<file path="config.mk">
export PLATFORM = sky130hd
export DESIGN_NAME = gpr_regfile_top
export DESIGN_NICKNAME = d
export VERILOG_FILES = /design/src/gpr_arch_pkg.sv /design/src/gpr_tag_pkg.sv /design/src/gpr_section.sv /design/src/reg_write_decode.sv /design/src/gpr_bank.sv /design/src/gpr_read_port.sv /design/src/gpr_regfile_top.sv
export SDC_FILE = /design/constraint.sdc
export NUM_CORES = 1
export LEC_CHECK = 0
export ABC_AREA = 1
export BUFFER_PORTS_ARGS = -buffer_cell sky130_fd_sc_hd__buf_2
export CELL_PAD_IN_SITES_DETAIL_PLACEMENT = 1
export CELL_PAD_IN_SITES_GLOBAL_PLACEMENT = 1
export CORE_UTILIZATION = 25
export CTS_CLUSTER_SIZE = 40
export DETAILED_ROUTE_END_ITERATION = 10
export GPL_TIMING_DRIVEN = 0
export MAX_ROUTING_LAYER = met4
export PLACE_DENSITY = 0.49
export SLEW_MARGIN = 20
export SYNTH_ARGS = -nofsm -noshare
export SYNTH_HDL_FRONTEND = slang
export SYNTH_SLANG_ARGS = --single-unit
export TNS_END_PERCENT = 50
</file>
<file path="constraint.sdc">
create_clock -name clk -period 1.7 [get_ports clk]
set_clock_uncertainty 0.05 [all_clocks]
set_input_delay 0.34 -clock clk [delete_from_list [all_inputs] [get_ports clk]]
set_output_delay 0.34 -clock clk [all_outputs]
set_load 0.02 [all_outputs]
</file>
<file path="src/gpr_arch_pkg.sv">
package gpr_arch_pkg;

    localparam int NUM_REGS = 8;
    localparam int REG_W    = 32;

    typedef logic [2:0] addr_t;

    typedef enum logic [1:0] {
        SZ_BYTE  = 2'd0,
        SZ_WORD  = 2'd1,
        SZ_DWORD = 2'd2
    } size_e;

    typedef logic [15:0] upper_t;
    typedef logic [7:0]  byte_t;

    // bit 2 upper, bit 1 high byte, bit 0 low byte.
    typedef logic [2:0] sec_vec_t;

    typedef struct packed {
        addr_t    idx;
        sec_vec_t secs;
    } sized_sel_t;

    // x86 byte encoding maps addresses 4..7 to the high byte of regs 0..3.
    function automatic sized_sel_t sized_sections(addr_t addr, size_e size);
        sized_sel_t sel;
        sel.idx  = addr;
        sel.secs = '0;
        case (size)
            SZ_DWORD: sel.secs = 3'b111;
            SZ_WORD:  sel.secs = 3'b011;
            SZ_BYTE: begin
                if (addr[2]) begin
                    sel.idx  = {1'b0, addr[1:0]};
                    sel.secs = 3'b010;
                end else begin
                    sel.secs = 3'b001;
                end
            end
            default: sel.secs = '0;
        endcase
        return sel;
    endfunction

endpackage

</file>
<file path="src/gpr_tag_pkg.sv">
package gpr_tag_pkg;

    // producer tag width unless the top overrides it.
    localparam int DEFAULT_TAG_W = 7;

    // section positions inside a sec_vec_t.
    localparam int SEC_L = 0;
    localparam int SEC_H = 1;
    localparam int SEC_U = 2;

endpackage

</file>
<file path="src/gpr_section.sv">
`timescale 1ns/1ps

module gpr_section #(
    parameter type data_t = gpr_arch_pkg::byte_t,
    parameter int  TAG_W  = gpr_tag_pkg::DEFAULT_TAG_W
) (
    input  logic             clk,
    input  logic             rst_n,
    input  logic             load,
    input  data_t            din,
    input  logic             alloc,
    input  logic [TAG_W-1:0] new_tag,
    input  logic             cdb_valid,
    input  logic [TAG_W-1:0] cdb_tag,
    input  logic             flush,
    output data_t            dout,
    output logic             busy,
    output logic [TAG_W-1:0] tag
);

    logic cdb_hit;

    assign cdb_hit = cdb_valid && (cdb_tag == tag);

    always_ff @(posedge clk) begin
        if (!rst_n) begin
            dout <= '0;
        end else if (load) begin
            dout <= din;
        end
    end

    // flush beats allocate, allocate beats completion.
    always_ff @(posedge clk) begin
        if (!rst_n) begin
            busy <= 1'b0;
            tag  <= '0;
        end else if (flush) begin
            busy <= 1'b0;
        end else if (alloc) begin
            busy <= 1'b1;
            tag  <= new_tag;
        end else if (cdb_hit) begin
            busy <= 1'b0;
        end
    end

endmodule

</file>
<file path="src/reg_write_decode.sv">
`timescale 1ns/1ps

module reg_write_decode (
    input  logic                                                     wr_en,
    input  gpr_arch_pkg::addr_t                                      wr_addr,
    input  gpr_arch_pkg::size_e                                      wr_size,
    input  logic [gpr_arch_pkg::REG_W-1:0]                           wr_data,
    input  logic                                                     tag_en,
    input  gpr_arch_pkg::addr_t                                      tag_addr,
    input  gpr_arch_pkg::size_e                                      tag_size,
    output gpr_arch_pkg::sec_vec_t [gpr_arch_pkg::NUM_REGS-1:0]      sec_load,
    output gpr_arch_pkg::sec_vec_t [gpr_arch_pkg::NUM_REGS-1:0]      sec_alloc,
    output gpr_arch_pkg::upper_t                                     upper_in,
    output gpr_arch_pkg::byte_t                                      high_in,
    output gpr_arch_pkg::byte_t                                      low_in
);

    import gpr_arch_pkg::*;

    sized_sel_t wr_sel;
    sized_sel_t tag_sel;
    logic       wr_high_byte;

    // ----------------------------------------
    // section enables
    // ----------------------------------------
    always_comb begin
        wr_sel    = sized_sections(wr_addr, wr_size);
        tag_sel   = sized_sections(tag_addr, tag_size);
        sec_load  = '0;
        sec_alloc = '0;
        if (wr_en) begin
            sec_load[wr_sel.idx] = wr_sel.secs;
        end
        if (tag_en) begin
            sec_alloc[tag_sel.idx] = tag_sel.secs;
        end
    end

    // ----------------------------------------
    // data steering
    // ----------------------------------------
    // byte write to ah/ch/dh/bh carries its value in the low byte.
    assign wr_high_byte = (wr_size == SZ_BYTE) && wr_addr[2];

    assign upper_in = wr_data[REG_W-1:16];
    assign low_in   = wr_data[7:0];
    assign high_in  = wr_high_byte ? wr_data[7:0] : wr_data[15:8];

endmodule

</file>
<file path="src/gpr_bank.sv">
`timescale 1ns/1ps

module gpr_bank #(
    parameter int TAG_W = gpr_tag_pkg::DEFAULT_TAG_W
) (
    input  logic                                                  clk,
    input  logic                                                  rst_n,
    input  gpr_arch_pkg::sec_vec_t [gpr_arch_pkg::NUM_REGS-1:0]   sec_load,
    input  gpr_arch_pkg::sec_vec_t [gpr_arch_pkg::NUM_REGS-1:0]   sec_alloc,
    input  gpr_arch_pkg::upper_t                                  upper_in,
    input  gpr_arch_pkg::byte_t                                   high_in,
    input  gpr_arch_pkg::byte_t                                   low_in,
    input  logic [TAG_W-1:0]                                      new_tag,
    input  logic                                                  cdb_valid,
    input  logic [TAG_W-1:0]                                      cdb_tag,
    input  logic                                                  flush,
    output logic [gpr_arch_pkg::NUM_REGS-1:0][gpr_arch_pkg::REG_W-1:0] regs,
    output gpr_arch_pkg::sec_vec_t [gpr_arch_pkg::NUM_REGS-1:0]   busy,
    output logic [gpr_arch_pkg::NUM_REGS-1:0][TAG_W-1:0]          tags_u,
    output logic [gpr_arch_pkg::NUM_REGS-1:0][TAG_W-1:0]          tags_h,
    output logic [gpr_arch_pkg::NUM_REGS-1:0][TAG_W-1:0]          tags_l
);

    import gpr_arch_pkg::*;
    import gpr_tag_pkg::*;

    for (genvar i = 0; i < NUM_REGS; i++) begin : g_reg
        upper_t upper_q;
        byte_t  high_q;
        byte_t  low_q;
        logic   busy_u;
        logic   busy_h;
        logic   busy_l;

        gpr_section #(.data_t(upper_t), .TAG_W(TAG_W)) u_upper (
            .clk(clk), .rst_n(rst_n), .load(sec_load[i][SEC_U]), .din(upper_in),
            .alloc(sec_alloc[i][SEC_U]), .new_tag(new_tag), .cdb_valid(cdb_valid),
            .cdb_tag(cdb_tag), .flush(flush), .dout(upper_q), .busy(busy_u),
            .tag(tags_u[i])
        );

        gpr_section #(.data_t(byte_t), .TAG_W(TAG_W)) u_high (
            .clk(clk), .rst_n(rst_n), .load(sec_load[i][SEC_H]), .din(high_in),
            .alloc(sec_alloc[i][SEC_H]), .new_tag(new_tag), .cdb_valid(cdb_valid),
            .cdb_tag(cdb_tag), .flush(flush), .dout(high_q), .busy(busy_h),
            .tag(tags_h[i])
        );

        gpr_section #(.data_t(byte_t), .TAG_W(TAG_W)) u_low (
            .clk(clk), .rst_n(rst_n), .load(sec_load[i][SEC_L]), .din(low_in),
            .alloc(sec_alloc[i][SEC_L]), .new_tag(new_tag), .cdb_valid(cdb_valid),
            .cdb_tag(cdb_tag), .flush(flush), .dout(low_q), .busy(busy_l),
            .tag(tags_l[i])
        );

        assign regs[i] = {upper_q, high_q, low_q};
        assign busy[i] = {busy_u, busy_h, busy_l};
    end

endmodule

</file>
<file path="src/gpr_read_port.sv">
`timescale 1ns/1ps

module gpr_read_port #(
    parameter int TAG_W = gpr_tag_pkg::DEFAULT_TAG_W
) (
    input  gpr_arch_pkg::addr_t                                   rd_addr,
    input  gpr_arch_pkg::size_e                                   rd_size,
    input  logic [gpr_arch_pkg::NUM_REGS-1:0][gpr_arch_pkg::REG_W-1:0] regs,
    input  gpr_arch_pkg::sec_vec_t [gpr_arch_pkg::NUM_REGS-1:0]   busy,
    input  logic [gpr_arch_pkg::NUM_REGS-1:0][TAG_W-1:0]          tags_u,
    input  logic [gpr_arch_pkg::NUM_REGS-1:0][TAG_W-1:0]          tags_h,
    input  logic [gpr_arch_pkg::NUM_REGS-1:0][TAG_W-1:0]          tags_l,
    output logic [gpr_arch_pkg::REG_W-1:0]                        rd_data,
    output gpr_arch_pkg::sec_vec_t                                rd_busy,
    output logic [TAG_W-1:0]                                      rd_tag_u,
    output logic [TAG_W-1:0]                                      rd_tag_h,
    output logic [TAG_W-1:0]                                      rd_tag_l
);

    import gpr_arch_pkg::*;
    import gpr_tag_pkg::*;

    sized_sel_t       sel;
    logic [REG_W-1:0] word;

    // ----------------------------------------
    // data select and sign extension
    // ----------------------------------------
    always_comb begin
        sel  = sized_sections(rd_addr, rd_size);
        word = regs[sel.idx];
        case (rd_size)
            SZ_DWORD: rd_data = word;
            SZ_WORD:  rd_data = {{(REG_W-16){word[15]}}, word[15:0]};
            SZ_BYTE: begin
                if (sel.secs[SEC_H]) begin
                    rd_data = {{(REG_W-8){word[15]}}, word[15:8]};
                end else begin
                    rd_data = {{(REG_W-8){word[7]}}, word[7:0]};
                end
            end
            default: rd_data = '0;
        endcase
    end

    // ----------------------------------------
    // pending info, covered sections only
    // ----------------------------------------
    assign rd_busy  = busy[sel.idx] & sel.secs;
    assign rd_tag_u = sel.secs[SEC_U] ? tags_u[sel.idx] : '0;
    assign rd_tag_h = sel.secs[SEC_H] ? tags_h[sel.idx] : '0;
    assign rd_tag_l = sel.secs[SEC_L] ? tags_l[sel.idx] : '0;

endmodule

</file>
<file path="src/gpr_regfile_top.sv">
`timescale 1ns/1ps

module gpr_regfile_top #(
    parameter int TAG_W = gpr_tag_pkg::DEFAULT_TAG_W
) (
    input  logic                           clk,
    input  logic                           rst_n,
    input  logic                           wr_en,
    input  gpr_arch_pkg::addr_t            wr_addr,
    input  gpr_arch_pkg::size_e            wr_size,
    input  logic [gpr_arch_pkg::REG_W-1:0] wr_data,
    input  logic                           tag_en,
    input  gpr_arch_pkg::addr_t            tag_addr,
    input  gpr_arch_pkg::size_e            tag_size,
    input  logic [TAG_W-1:0]               new_tag,
    input  logic                           cdb_valid,
    input  logic [TAG_W-1:0]               cdb_tag,
    input  logic                           flush,
    input  gpr_arch_pkg::addr_t            rd_addr,
    input  gpr_arch_pkg::size_e            rd_size,
    output logic [gpr_arch_pkg::REG_W-1:0] rd_data,
    output gpr_arch_pkg::sec_vec_t         rd_busy,
    output logic [TAG_W-1:0]               rd_tag_u,
    output logic [TAG_W-1:0]               rd_tag_h,
    output logic [TAG_W-1:0]               rd_tag_l
);

    import gpr_arch_pkg::*;

    sec_vec_t [NUM_REGS-1:0]              sec_load;
    sec_vec_t [NUM_REGS-1:0]              sec_alloc;
    upper_t                               upper_in;
    byte_t                                high_in;
    byte_t                                low_in;
    logic     [NUM_REGS-1:0][REG_W-1:0]   regs;
    sec_vec_t [NUM_REGS-1:0]              busy;
    logic     [NUM_REGS-1:0][TAG_W-1:0]   tags_u;
    logic     [NUM_REGS-1:0][TAG_W-1:0]   tags_h;
    logic     [NUM_REGS-1:0][TAG_W-1:0]   tags_l;

    reg_write_decode u_decode (
        .wr_en(wr_en), .wr_addr(wr_addr), .wr_size(wr_size), .wr_data(wr_data),
        .tag_en(tag_en), .tag_addr(tag_addr), .tag_size(tag_size),
        .sec_load(sec_load), .sec_alloc(sec_alloc),
        .upper_in(upper_in), .high_in(high_in), .low_in(low_in)
    );

    gpr_bank #(.TAG_W(TAG_W)) u_bank (
        .clk(clk), .rst_n(rst_n), .sec_load(sec_load), .sec_alloc(sec_alloc),
        .upper_in(upper_in), .high_in(high_in), .low_in(low_in), .new_tag(new_tag),
        .cdb_valid(cdb_valid), .cdb_tag(cdb_tag), .flush(flush),
        .regs(regs), .busy(busy), .tags_u(tags_u), .tags_h(tags_h), .tags_l(tags_l)
    );

    gpr_read_port #(.TAG_W(TAG_W)) u_read (
        .rd_addr(rd_addr), .rd_size(rd_size), .regs(regs), .busy(busy),
        .tags_u(tags_u), .tags_h(tags_h), .tags_l(tags_l),
        .rd_data(rd_data), .rd_busy(rd_busy),
        .rd_tag_u(rd_tag_u), .rd_tag_h(rd_tag_h), .rd_tag_l(rd_tag_l)
    );

endmodule

</file>
### Word level (Yosys, flattened, before mapping)

Cells that the tools add are included.
Widths: inputs -> output; s select.

| storage, ports and cells | value |
|---|---|
| register bits | 448 |
| RAM bits | 0 |
| bits in latches | 0 |
| memory bits (read-only) | 0 |
| input port bits | 67 |
| memories | 0 |

| operators by class | value |
|---|---|
| shift operators | 0 |
| muxes and demuxes | 79 |
| div/mod/pow operators | 0 |
| equality and inequality tests | 30 |
| $lt $le $gt $ge | 5 |
| bitwise logic cells | 5 |
| reductions and logical operators | 79 |
| $mul | 0 |
| $add $sub $neg | 0 |

Operator list:

| operator | count |
|---|---|
| $eq 7x7->1 | 24 |
| $bmux 32 s3 | 1 |
| $pmux 32 s3 | 1 |
| $mux 32 | 2 |
| $bmux 7 s3 | 3 |
| $and 24x24->24 | 2 |
| $mux 1 | 48 |
| $mux 24 | 2 |
| $reduce_and 2->1 | 24 |
| $reduce_bool 2->1 | 24 |
| $mux 7 | 6 |
| $logic_and 1x1->1 | 27 |
| $pmux 3 s3 | 3 |
| $demux 3 s3 | 2 |
| $mux 3 | 6 |
| $lt 3x4->1 const B | 3 |
| $bmux 3 s3 | 1 |
| $mux 8 | 1 |
| $eq 2x1->1 const B | 3 |
| $eq 2x2->1 const B | 3 |
| $ge 3x1->1 const B | 2 |
| $logic_not 2->1 | 3 |
| $mux 2 | 3 |
| $and 3x3->3 | 1 |
| other kinds (2) | 3 |

### Logic depth before layout (Yosys ltp)

Gate-level depths: netlist of run 1.

| depth | value |
|---|---|
| depth in word-level cells | 9 |
| mapped depth | 11 |
| gate-level depth less buffers | 9 |

### Modules after synthesis

A second synthesis of run 1 with hierarchy kept.

| unflattened totals | value |
|---|---|
| cell total of the unflattened synthesis | 3873 |
| area, all modules | 24463.5 um^2 |

Modules (own cells, without submodules):

| module | area each (um^2) | times used | cells an instance | sequential area each (um^2) |
|---|---|---|---|---|
| gpr_section at u_bank.g_reg[0].u_high ... | 705.7 | 16 | 103 | 320.3 |
| gpr_section at u_bank.g_reg[0].u_upper ... | 979.7 | 8 | 138 | 480.5 |
| gpr_read_port | 4448.0 | 1 | 954 | 0.0 |
| reg_write_decode | 706.9 | 1 | 143 | 0.0 |
| gpr_bank | 180.2 | 1 | 24 | 0.0 |

### Least setup slack after synthesis of run 1

OpenSTA, ideal clock, no wires.

| path | value |
|---|---|
| kind | input port to output port |
| start point | input rd_addr[0] |
| end point | output rd_tag_l[6] |
| arrival | 1.653 ns |
| stages on the path | 8 |
| setup slack | -0.343 ns |
| path through | inv_1 buf_2 buf_2 clkbuf_1 a21oi_1 o21ai_0 nand3_1 a21oi_1 |

| on the way | value |
|---|---|
| longest elaborated chain between the ends | 4 |

Ends and longest elaborated chain:

| element | RTL line | source |
|---|---|---|
| start: declaration | gpr_regfile_top.sv:19 | `input gpr_arch_pkg::addr_t rd_addr,` |
| $mux 3 | gpr_arch_pkg.sv:30 | `case (size)` |
| $bmux 7 s3 | gpr_read_port.sv:52 | `assign rd_tag_l = sel.secs[SEC_L] ? tags_l[sel.idx] : '0;` |
| $mux 7 (not written as such) | gpr_read_port.sv:52 |  |
| $mux 7 | gpr_read_port.sv:52 |  |
| end: declaration | gpr_regfile_top.sv:25 | `output logic [TAG_W-1:0] rd_tag_l` |

No other way between the ends. The select of a mux whose other input is x is not followed.

### Worst setup path after layout of run 1

| path | value |
|---|---|
| start point | register u_bank.g_reg[0].u_low.dout[7] in the netlist's numbering |
| end point | output rd_data[15] in the netlist's numbering |

| on the way | value |
|---|---|
| longest elaborated chain between the ends | 4 |

Ends and longest elaborated chain:

| element | RTL line | source |
|---|---|---|
| start: declaration | gpr_section.sv:16 | `output data_t dout,` |
| start signal: assignment | gpr_section.sv:29 | `dout <= din;` |
| $bmux 32 s3 | gpr_read_port.sv:31 | `word = regs[sel.idx];` |
| $mux 32 (not written as such) | gpr_read_port.sv:31 |  |
| $mux 32 | gpr_read_port.sv:36 | `if (sel.secs[SEC_H]) begin` |
| $pmux 32 s3 | gpr_read_port.sv:32 | `case (rd_size)` |
| end: declaration | gpr_regfile_top.sv:21 | `output logic [gpr_arch_pkg::REG_W-1:0] rd_data,` |

No other way between the ends. The select of a mux whose other input is x is not followed.

==> flow_summary_export.csv, run 1 <==
group,metric,value,unit
status,outcome,"complete, but fails checks",
status,violations,"negative setup slack",
synthesis,synth-main-ff-cell,"dfxtp_1",
pwr,finalPower,28.5,mW
cts,cts_sinks,448,
die,core_area,90000,sq um
min_path,min_to,"u_bank.g_reg[2].u_upper.dout[4]",
critical_path,crit_path_top_delay_cell,"dfxtp_2",
critical_path,cp_cell_sequence,"nor2_1 -> nor2_1 -> nand2_1 -> nand3_2 -> nand2_2 -> nand2_2 -> nand3_4 -> clkbuf_16 -> o21ai_4 -> buf_6",
job,timing.max_cap.violations,0,
timing,finalHoldViolCount,0,
synthesis,syn_inst,3502,
critical_path,critPathRequiredTime,1310,ps
timing,timing.final.crit_share,148,%
timing,fin_crit,2510,ps
cts,htreeDepth,2,
timing,fmax,399,MHz
cells_and_area,mostFrequentLayoutCell,"nor2_1",
timing,fin_tns_setup,-36190,ps
synthesis,synth_cell_types,34,
cells_and_area,antenna_cells,0,
timing,tightest_slew,1250,ps
cts,cts.path.max_buffers,3,
cells_and_area,final_cell_mix,"nor2_1, nand2_1, dfxtp_1, o21ai_0, inv_1",
min_path,min_path_cells,3,
pwr,power.density,922,nW/um^2
cells_and_area,drive_above_1_share,22.9,%
placed_design,place_inst,4766,
cells_and_area,area_growth,35.9,%
min_path,hold_class,"in2reg",
timing,slew_viol_final,0,
placed_design,dp_hpwl,95.2,mm
global_routing,overflow,0,
timing,worst_slack,-809,ps
die,rows,110,
die,fp.dieW,303,um
global_routing,antenna_found_initial,2,
synthesis,syn_nets,3569,
cells_and_area,final_nets,3810,
global_routing,grt_max_degree,17,
min_path,hp-start,"wr_data[20]",
cts,clkSlewWorstSetupHoldPaths,60,ps
die,dieArea,92100,sq um
cts,cts_buffers,57,
routing,num_vias,25310,
critical_path,criticalPathCategory,"reg2out",
critical_path,start_kind,"register",
timing,rsz0062_at_grt,"yes",
cts,clk_latency,640,ps
synthesis,ys_seq_area_share,39.5,%
synthesis,async_flop_share,0,%
placed_design,place_area,25400,sq um
cells_and_area,postLayoutCoreUtil,34.3,%
die,die-height,303,um
critical_path,r2r_cells,7,
critical_path,rr_endpoint,"u_bank.g_reg[3].u_high.busy",
cts,cts_root_buf,"clkbuf_16",
critical_path,critPathLaunch,"u_bank.g_reg[0].u_low.dout[7]",
synthesis,synth_area,22700,sq um
synthesis,ys_seq_elements,448,
die,ios,123,
critical_path,crit_path_max_incr_delay,330,ps
routing,dr.pass1.iters,5,
synthesis,synth_edf_count,0,
global_routing,grt_pass1_wl,185,mm
cells_and_area,fillers,11153,
synthesis,syn_area_per_cell,6.49,sq um
critical_path,cp-end-kind,"output port",
routing,ant_nets,0,
placed_design,gp_congestion,0.916,
routing,avgViaCountPerCell,5.10,
cts,cts_hold_buf,0,
placed_design,numPortBuffers,88,
critical_path,r2r_start,"u_bank.g_reg[3].u_high.tag[2]",
routing,drt_iter0_markers,1721,
critical_path,path_delay_family,"simple AND/OR/NAND/NOR gates",
cells_and_area,fin_cells,4963,
critical_path,path_buf_inv,2,
cts,cts_tree,"done",
critical_path,critPathMaxFanout,6,
critical_path,reg2reg_slack,270,ps
pwr,p_leak,11.7,nW
routing,wire_per_inst,26.5,um
critical_path,critPathArrivalTime,2120,ps
global_routing,grt_pass1_vias,25164,
pwr,vdd_drop_max,0.790,mV
cells_and_area,finish.instance_area,30900,sq um
timing,finalSetupViolations,62,
die,floorplan.initialDensity,25.2,%
routing,finalWirelength,131,mm
timing,relSlewSlack,16.7,%
routing,drc,0,
synthesis,ys_warn_count,0,
global_routing,grt_use_total,28.8,%
-- registers in the layout (all words and copies together) (netlist names) --
register / cells
u_bank.g.u_low.busy: 8
u_bank.g.u_low.tag: 56
u_bank.g.u_low.dout: 64
u_bank.g.u_upper.dout: 128
u_bank.g.u_upper.busy: 8
u_bank.g.u_high.tag: 56
u_bank.g.u_upper.tag: 56
u_bank.g.u_high.dout: 64
u_bank.g.u_high.busy: 8
-- repair_timing --
action	CTS	global route
pin swaps	90	74
setup buffers	69	17
setup endpoints to repair	141	121
gates resized for setup	599	205
cloned	7	4
-- worst register-to-register path, cell delays in order (launching register included) --
cell     delay [ps]
dfxtp_1         410
inv_1            60
nand2_1          50
o21ai_0         100
nor3_1          260
nand2_1         220
nand2_1         110
a21oi_1          60
-- power by group --
| part | total [mW] | internal (mW) | switching, mW |
|---|---|---|---|
| logic | 5.06 | 1.70 | 3.36 |
| registers | 10.8 | 10.7 | 0.128 |
| clock network | 12.6 | 7.23 | 5.35 |
| total | 28.5 | 19.6 | 8.84 |
-- layer usage --
| metal | up-vias | part of all wire (%) | global-route usage [%] |
|---|---|---|---|
| met4 | 0 | 2.8 | 7.25 |
| met3 | 190 | 3.9 | 2.28 |
| met1 | 12541 | 45 | 37.1 |
| li1 | 11963 | - | - |
| met2 | 616 | 48 | 48.6 |
| met5 | - | 0 | - |
-- final cells by class --
cell class                      instances  area (sq um)  area share (%)
Timing Repair Buffer                  184          1970            6.39
Multi-Input combinational cell       2553         13500            43.9
Sequential cell                       448          9050            29.3
Inverter                              253           995            3.22
Clock buffer                           88          1710            5.55
Buffer                                246          1930            6.26
Tap cell                             1176          1470            4.77
Clock inverter                         15           184           0.596
-- cells by family after synthesis --
group / Yosys count / synth area share (%)
xor gates and xnor gates: 9 / 0.347
AOI/OAI and AO/OA: 863 / 20.6
buffers and inverters: 501 / 8.77
and+or+nand+nor: 1681 / 30.9
DFF: 448 / 39.5
-- stage by stage --
stage	setup WS, ps	hold WS, ps
floorplan	-164	379
global placement	-1580	390
detailed placement	-1590	399
CTS	-754	87.8
global route	-892	132
finish	-809	111
-- how the worst max path moves through the flow --
stage	end	slack, ps	cells after the start
6_report	rd_data[15]	-810	10
5_1_grt	rd_data[15]	-890	10
4_1_cts	rd_data[16]	-750	10
3_5_place_dp	rd_busy[1]	-1590	9
3_3_place_gp	rd_busy[1]	-1580	9
2_1_floorplan	rd_data[20]	-160	7
-- synthesized netlist by cell type, types with 4 or more instances --
cell type	number	area, sq um
o211ai_1	52	390
inv_1	213	800
nor3_2	5	50.1
a21oi_1	232	1160
a211oi_1	64	480
o21ai_0	488	2440
a31oi_1	7	43.8
o21ai_2	9	78.8
nand3_1	214	1070
buf_4	4	30.0
o22ai_1	8	50.1
nand3_2	16	160
nand2_1	502	1880
clkinv_1	5	18.8
or2_2	34	213
nor2_2	15	93.8
buf_1	28	105
clkinv_2	9	45.0
dfxtp_1	448	8970
clkbuf_1	152	571
buf_2	63	315
nor3_1	4	20.0
xnor2_1	6	52.6
inv_2	26	97.6
nor2_1	837	3140
nand4_1	46	288
No activity file was read; power rests on OpenSTA's default activity.
==> run 2: changes to the inputs <==
Settings changed: BUFFER_PORTS_ARGS -buffer_cell sky130_fd_sc_hd__buf_2 to unset, DONT_BUFFER_PORTS set to 1, PLACE_DENSITY 0.49 to 0.48, SKIP_CTS_REPAIR_TIMING set to 1.
==> flow_summary_export.csv, run 2 (synthesis results as in run 1) <==
group,metric,value,unit
routing,wire_per_inst,27.0,um
timing,rsz0062_at_grt,"yes",
cells_and_area,fillers,11146,
cts,cts_buffers,57,
critical_path,critPathMaxFanout,5,
placed_design,place_inst,4679,
placed_design,dp_hpwl,97.2,mm
pwr,finalPower,27.5,mW
cts,clk_latency,650,ps
timing,slew_viol_final,0,
timing,fin_crit,2380,ps
die,core_area,90000,sq um
global_routing,grt_max_degree,16,
cells_and_area,final_nets,3671,
global_routing,overflow,0,
cts,cts_root_buf,"clkbuf_16",
critical_path,cp-end-kind,"output port",
job,timing.max_cap.violations,0,
timing,tightest_slew,1250,ps
cells_and_area,multiInputGateArea,13100,sq um
critical_path,critPathArrivalTime,1990,ps
cells_and_area,drive_above_1_share,19.6,%
cells_and_area,mostFrequentLayoutCell,"nor2_1",
die,ios,123,
status,violations,"negative hold slack, negative setup slack",
pwr,vdd_drop_max,0.701,mV
routing,num_vias,24874,
cts,cts.path.max_buffers,3,
critical_path,crit_path_top_delay_cell,"dfxtp_2",
cells_and_area,register_area,9110,sq um
critical_path,cp_cell_sequence,"inv_2 -> nand2_2 -> nand3_2 -> nand3_4 -> nand2_4 -> nand2_4 -> nand3_4 -> buf_4 -> buf_12 -> nand3_4",
timing,finalHoldViolCount,6,
global_routing,grt_pass1_vias,25257,
routing,finalWirelength,130,mm
placed_design,gp_congestion,0.932,
critical_path,path_buf_inv,3,
critical_path,crit_path_max_incr_delay,330,ps
global_routing,grt_use_total,28.5,%
die,rows,110,
routing,drc,0,
placed_design,pre_cts_slack,-1330,ps
routing,ant_nets,0,
die,dieArea,92100,sq um
die,die-height,303,um
timing,finalSetupViolations,140,
timing,fmax,420,MHz
global_routing,grt_pass1_wl,183,mm
timing,worst_slack,-681,ps
routing,dr.pass1.iters,5,
cts,clkSlewWorstSetupHoldPaths,60,ps
cells_and_area,largest_reg_flops,128,
timing,timing.final.crit_share,140,%
cells_and_area,largest_register,"u_bank.g.u_upper.dout",
die,floorplan.initialDensity,25.2,%
cells_and_area,reg_top3,"u_bank.g.u_upper.dout x128, u_bank.g.u_high.dout x64, u_bank.g.u_low.dout x64",
cells_and_area,area_growth,26.2,%
critical_path,cpMostUsedCell,"nand3_4",
routing,drt_iter0_markers,1816,
cts,cts_tree,"done",
cts,htreeDepth,2,
timing,relSlewSlack,16.6,%
timing,fin_tns_setup,-45890,ps
timing,fin_worst_hold_slack,-96.7,ps
global_routing,antenna_found_initial,3,
critical_path,path_delay_family,"simple AND/OR/NAND/NOR gates",
cts,cts_sinks,448,
critical_path,start_kind,"register",
critical_path,critPathRequiredTime,1310,ps
pwr,power.density,957,nW/um^2
placed_design,numPortBuffers,0,
min_path,hold_class,"in2reg",
cells_and_area,fin_cells,4823,
status,outcome,"complete, but fails checks",
routing,avgViaCountPerCell,5.16,
pwr,p_leak,10.6,nW
cells_and_area,final_cell_mix,"nor2_1, nand2_1, o21ai_0, dfxtp_1, a21oi_1",
critical_path,criticalPathCategory,"reg2out",
die,fp.dieW,303,um
-- run 2: area by class of cell --
class / count / area share [%]
clock inverter: 16 / 0.558
sequential: 448 / 31.8
inverter: 253 / 3.44
clock buffer: 85 / 5.86
tap: 1176 / 5.13
multi-input combinational: 2553 / 45.8
antenna: 1 / 0.00872
timing repair buffer: 43 / 1.64
buffer: 248 / 5.77
-- run 2: worst paths after layout --
| path | start | slack, ps | end | cells after the start |
|---|---|---|---|---|
| min | tag_addr[0] | -100 | u_bank.g_reg[0].u_upper.busy | 3 |
| min reg2reg | u_bank.g_reg[7].u_low.dout[7] | 410 | u_bank.g_reg[7].u_low.dout[7] | 2 |
| max | u_bank.g_reg[3].u_high.dout[7] | -680 | rd_data[31] | 10 |
| max reg2reg | u_bank.g_reg[5].u_low.tag[5] | 270 | u_bank.g_reg[5].u_low.busy | 7 |
-- run 2: tightest hold or removal path, delay by kind of cell --
kind               cells  cell delay, ps
and+or+nand+nor        2             160
AOI/OAI and AO/OA      1              60
-- run 2: power breakdown --
part / internal [mW] / leakage [nW] / switching [mW]
Sequential: 10.7 / 3.67 / 0.129
Combinational: 1.18 / 6.04 / 3.12
Clock: 7.10 / 0.920 / 5.25
Total: 19.0 / 10.6 / 8.50
-- run 2: stage by stage --
step	util (%)	hold slack (ps)	instance area, sq um
final	31.9	-96.7	28700
after global routing	31.9	-96.1	28700
after CTS	29.7	-165	26800
after detailed placement	27.7	397	24900
after global placement	27.7	388	24900
after floorplan	-	379	23400
-- run 2: routing by layer --
metal | global-route usage [%] | vias up | part of all wire (%)
met5 | - | - | 0
met1 | 35.0 | 12292 | 43
li1 | - | 11695 | -
met2 | 47.5 | 673 | 48
met4 | 9.67 | 0 | 3.7
met3 | 4.28 | 214 | 5.6
==> run 3: changes to the inputs <==
Settings changed: PLACE_DENSITY 0.48 to 0.51, REMOVE_ABC_BUFFERS set to 1.
==> flow_summary_export.csv, run 3 (synthesis results as in run 1) <==
group,metric,value,unit
status,outcome,"complete, but fails checks",
status,violations,"negative setup slack",
global_routing,antenna_found_initial,2,
timing,worst_slack,-845,ps
pwr,p_leak,10.2,nW
die,dieArea,92100,sq um
global_routing,grt_pass1_vias,22477,
cells_and_area,final_nets,3484,
cells_and_area,largest_reg_flops,128,
cts,cts_tree,"done",
cts,htreeDepth,2,
placed_design,gp_congestion,0.788,
global_routing,grt_max_degree,303,
timing,finalSetupViolations,142,
pwr,finalPower,27.3,mW
cts,clk_latency,660,ps
cts,cts_sinks,448,
cells_and_area,fillers,11142,
timing,slew_viol_final,0,
critical_path,path_buf_inv,3,
timing,fin_worst_hold_slack,5.88,ps
critical_path,cp-end-kind,"output port",
global_routing,overflow,0,
placed_design,place_area,23500,sq um
cells_and_area,mostFrequentLayoutCell,"nor2_1",
routing,ant_nets,0,
critical_path,crit_path_max_incr_delay,330,ps
placed_design,pre_cts_slack,-1980,ps
critical_path,critPathRequiredTime,1310,ps
routing,wire_per_inst,22.6,um
timing,fin_crit,2540,ps
pwr,power.density,975,nW/um^2
critical_path,crit_path_top_delay_cell,"clkinv_16",
cts,cts.path.max_buffers,3,
cts,cts_buffers,56,
job,timing.max_cap.violations,0,
pwr,vdd_drop_max,0.834,mV
timing,timing.final.crit_share,150,%
global_routing,grt_pass1_wl,145,mm
critical_path,start_kind,"primary input",
min_path,hold_class,"in2reg",
cts,clkSlewWorstSetupHoldPaths,60,ps
timing,rsz0062_at_grt,"yes",
routing,dr.pass1.iters,5,
routing,avgViaCountPerCell,4.96,
placed_design,dp_hpwl,57.5,mm
cells_and_area,final_cell_mix,"nor2_1, nand2_1, o21ai_0, dfxtp_1, a21oi_1",
critical_path,criticalPathCategory,"in2out",
routing,finalWirelength,105,mm
die,rows,110,
critical_path,cp_cell_sequence,"clkinv_16 -> buf_12 -> nand3_1 -> nand3_2 -> nand2_4 -> nand2_8 -> nand3_4 -> buf_12 -> nand3_4",
cells_and_area,largest_register,"u_bank.g.u_upper.dout",
die,fp.dieW,303,um
timing,relSlewSlack,29.8,%
critical_path,path_delay_family,"buffers and inverters",
die,ios,123,
cells_and_area,finish.instance_area,28000,sq um
routing,num_vias,23005,
critical_path,critPathArrivalTime,2150,ps
die,die-height,303,um
die,core_area,90000,sq um
cells_and_area,area_growth,23.3,%
die,floorplan.initialDensity,25.2,%
placed_design,numPortBuffers,0,
critical_path,critPathMaxFanout,150,
cells_and_area,drive_above_1_share,17.1,%
timing,fmax,393,MHz
cells_and_area,postLayoutCoreUtil,31.1,%
timing,tightest_slew,1050,ps
cts,cts_root_buf,"clkbuf_16",
cells_and_area,reg_top3,"u_bank.g.u_upper.dout x128, u_bank.g.u_high.dout x64, u_bank.g.u_low.dout x64",
global_routing,grt_use_total,21.4,%
routing,drc,0,
timing,finalHoldViolCount,0,
routing,drt_iter0_markers,1360,
-- run 3: stage by stage --
step	TNS, ps	cells
finish	-53350	4642
global route	-57830	4640
CTS	-95430	4549
detailed placement	-346410	4445
global placement	-808650	4430
floorplan	-198010	3254
-- run 3: final cells by class --
type                            instances  area, sq um  area share [%]
Inverter                              253         1050            3.73
Multi-Input combinational cell       2556        13100            46.6
Timing Repair Buffer                  101         1350            4.80
Antenna cell                            3         7.51          0.0268
Timing Repair inverter                  1         11.3          0.0402
Clock inverter                         23          337            1.20
Tap cell                             1176         1470            5.25
Clock buffer                           81         1650            5.87
Sequential cell                       448         9100            32.5
-- run 3: per-layer routing --
layer	global-route usage [%]	vias to the layer above	wire [um]
met5	-	-	0
met4	4.85	0	2600
met3	3.01	141	4370
met2	35.8	377	49600
met1	27.2	11154	48200
li1	-	11333	-
-- run 3: final timing paths --
kind	from	endpoint	slack, ps	cells past startpoint
setup / recovery	rd_addr[1]	rd_data[22]	-840	9
hold / removal	wr_addr[1]	u_bank.g_reg[3].u_upper.dout[8]	6	3
setup reg to reg	u_bank.g_reg[3].u_high.tag[5]	u_bank.g_reg[3].u_high.busy	440	6
hold reg to reg	u_bank.g_reg[1].u_low.dout[7]	u_bank.g_reg[1].u_low.dout[7]	400	2
-- run 3: power by group --
group          internal (mW)  leakage [nW]  switching [mW]
registers               10.7          3.67           0.111
clock network           7.78         0.982            5.28
logic                   1.07          5.60            2.39
total                   19.5          10.2            7.78
-- run 3: worst min-delay path: stages --
cell and delay [ps]:
nand4_1 70, buf_4 170, a21oi_1 80
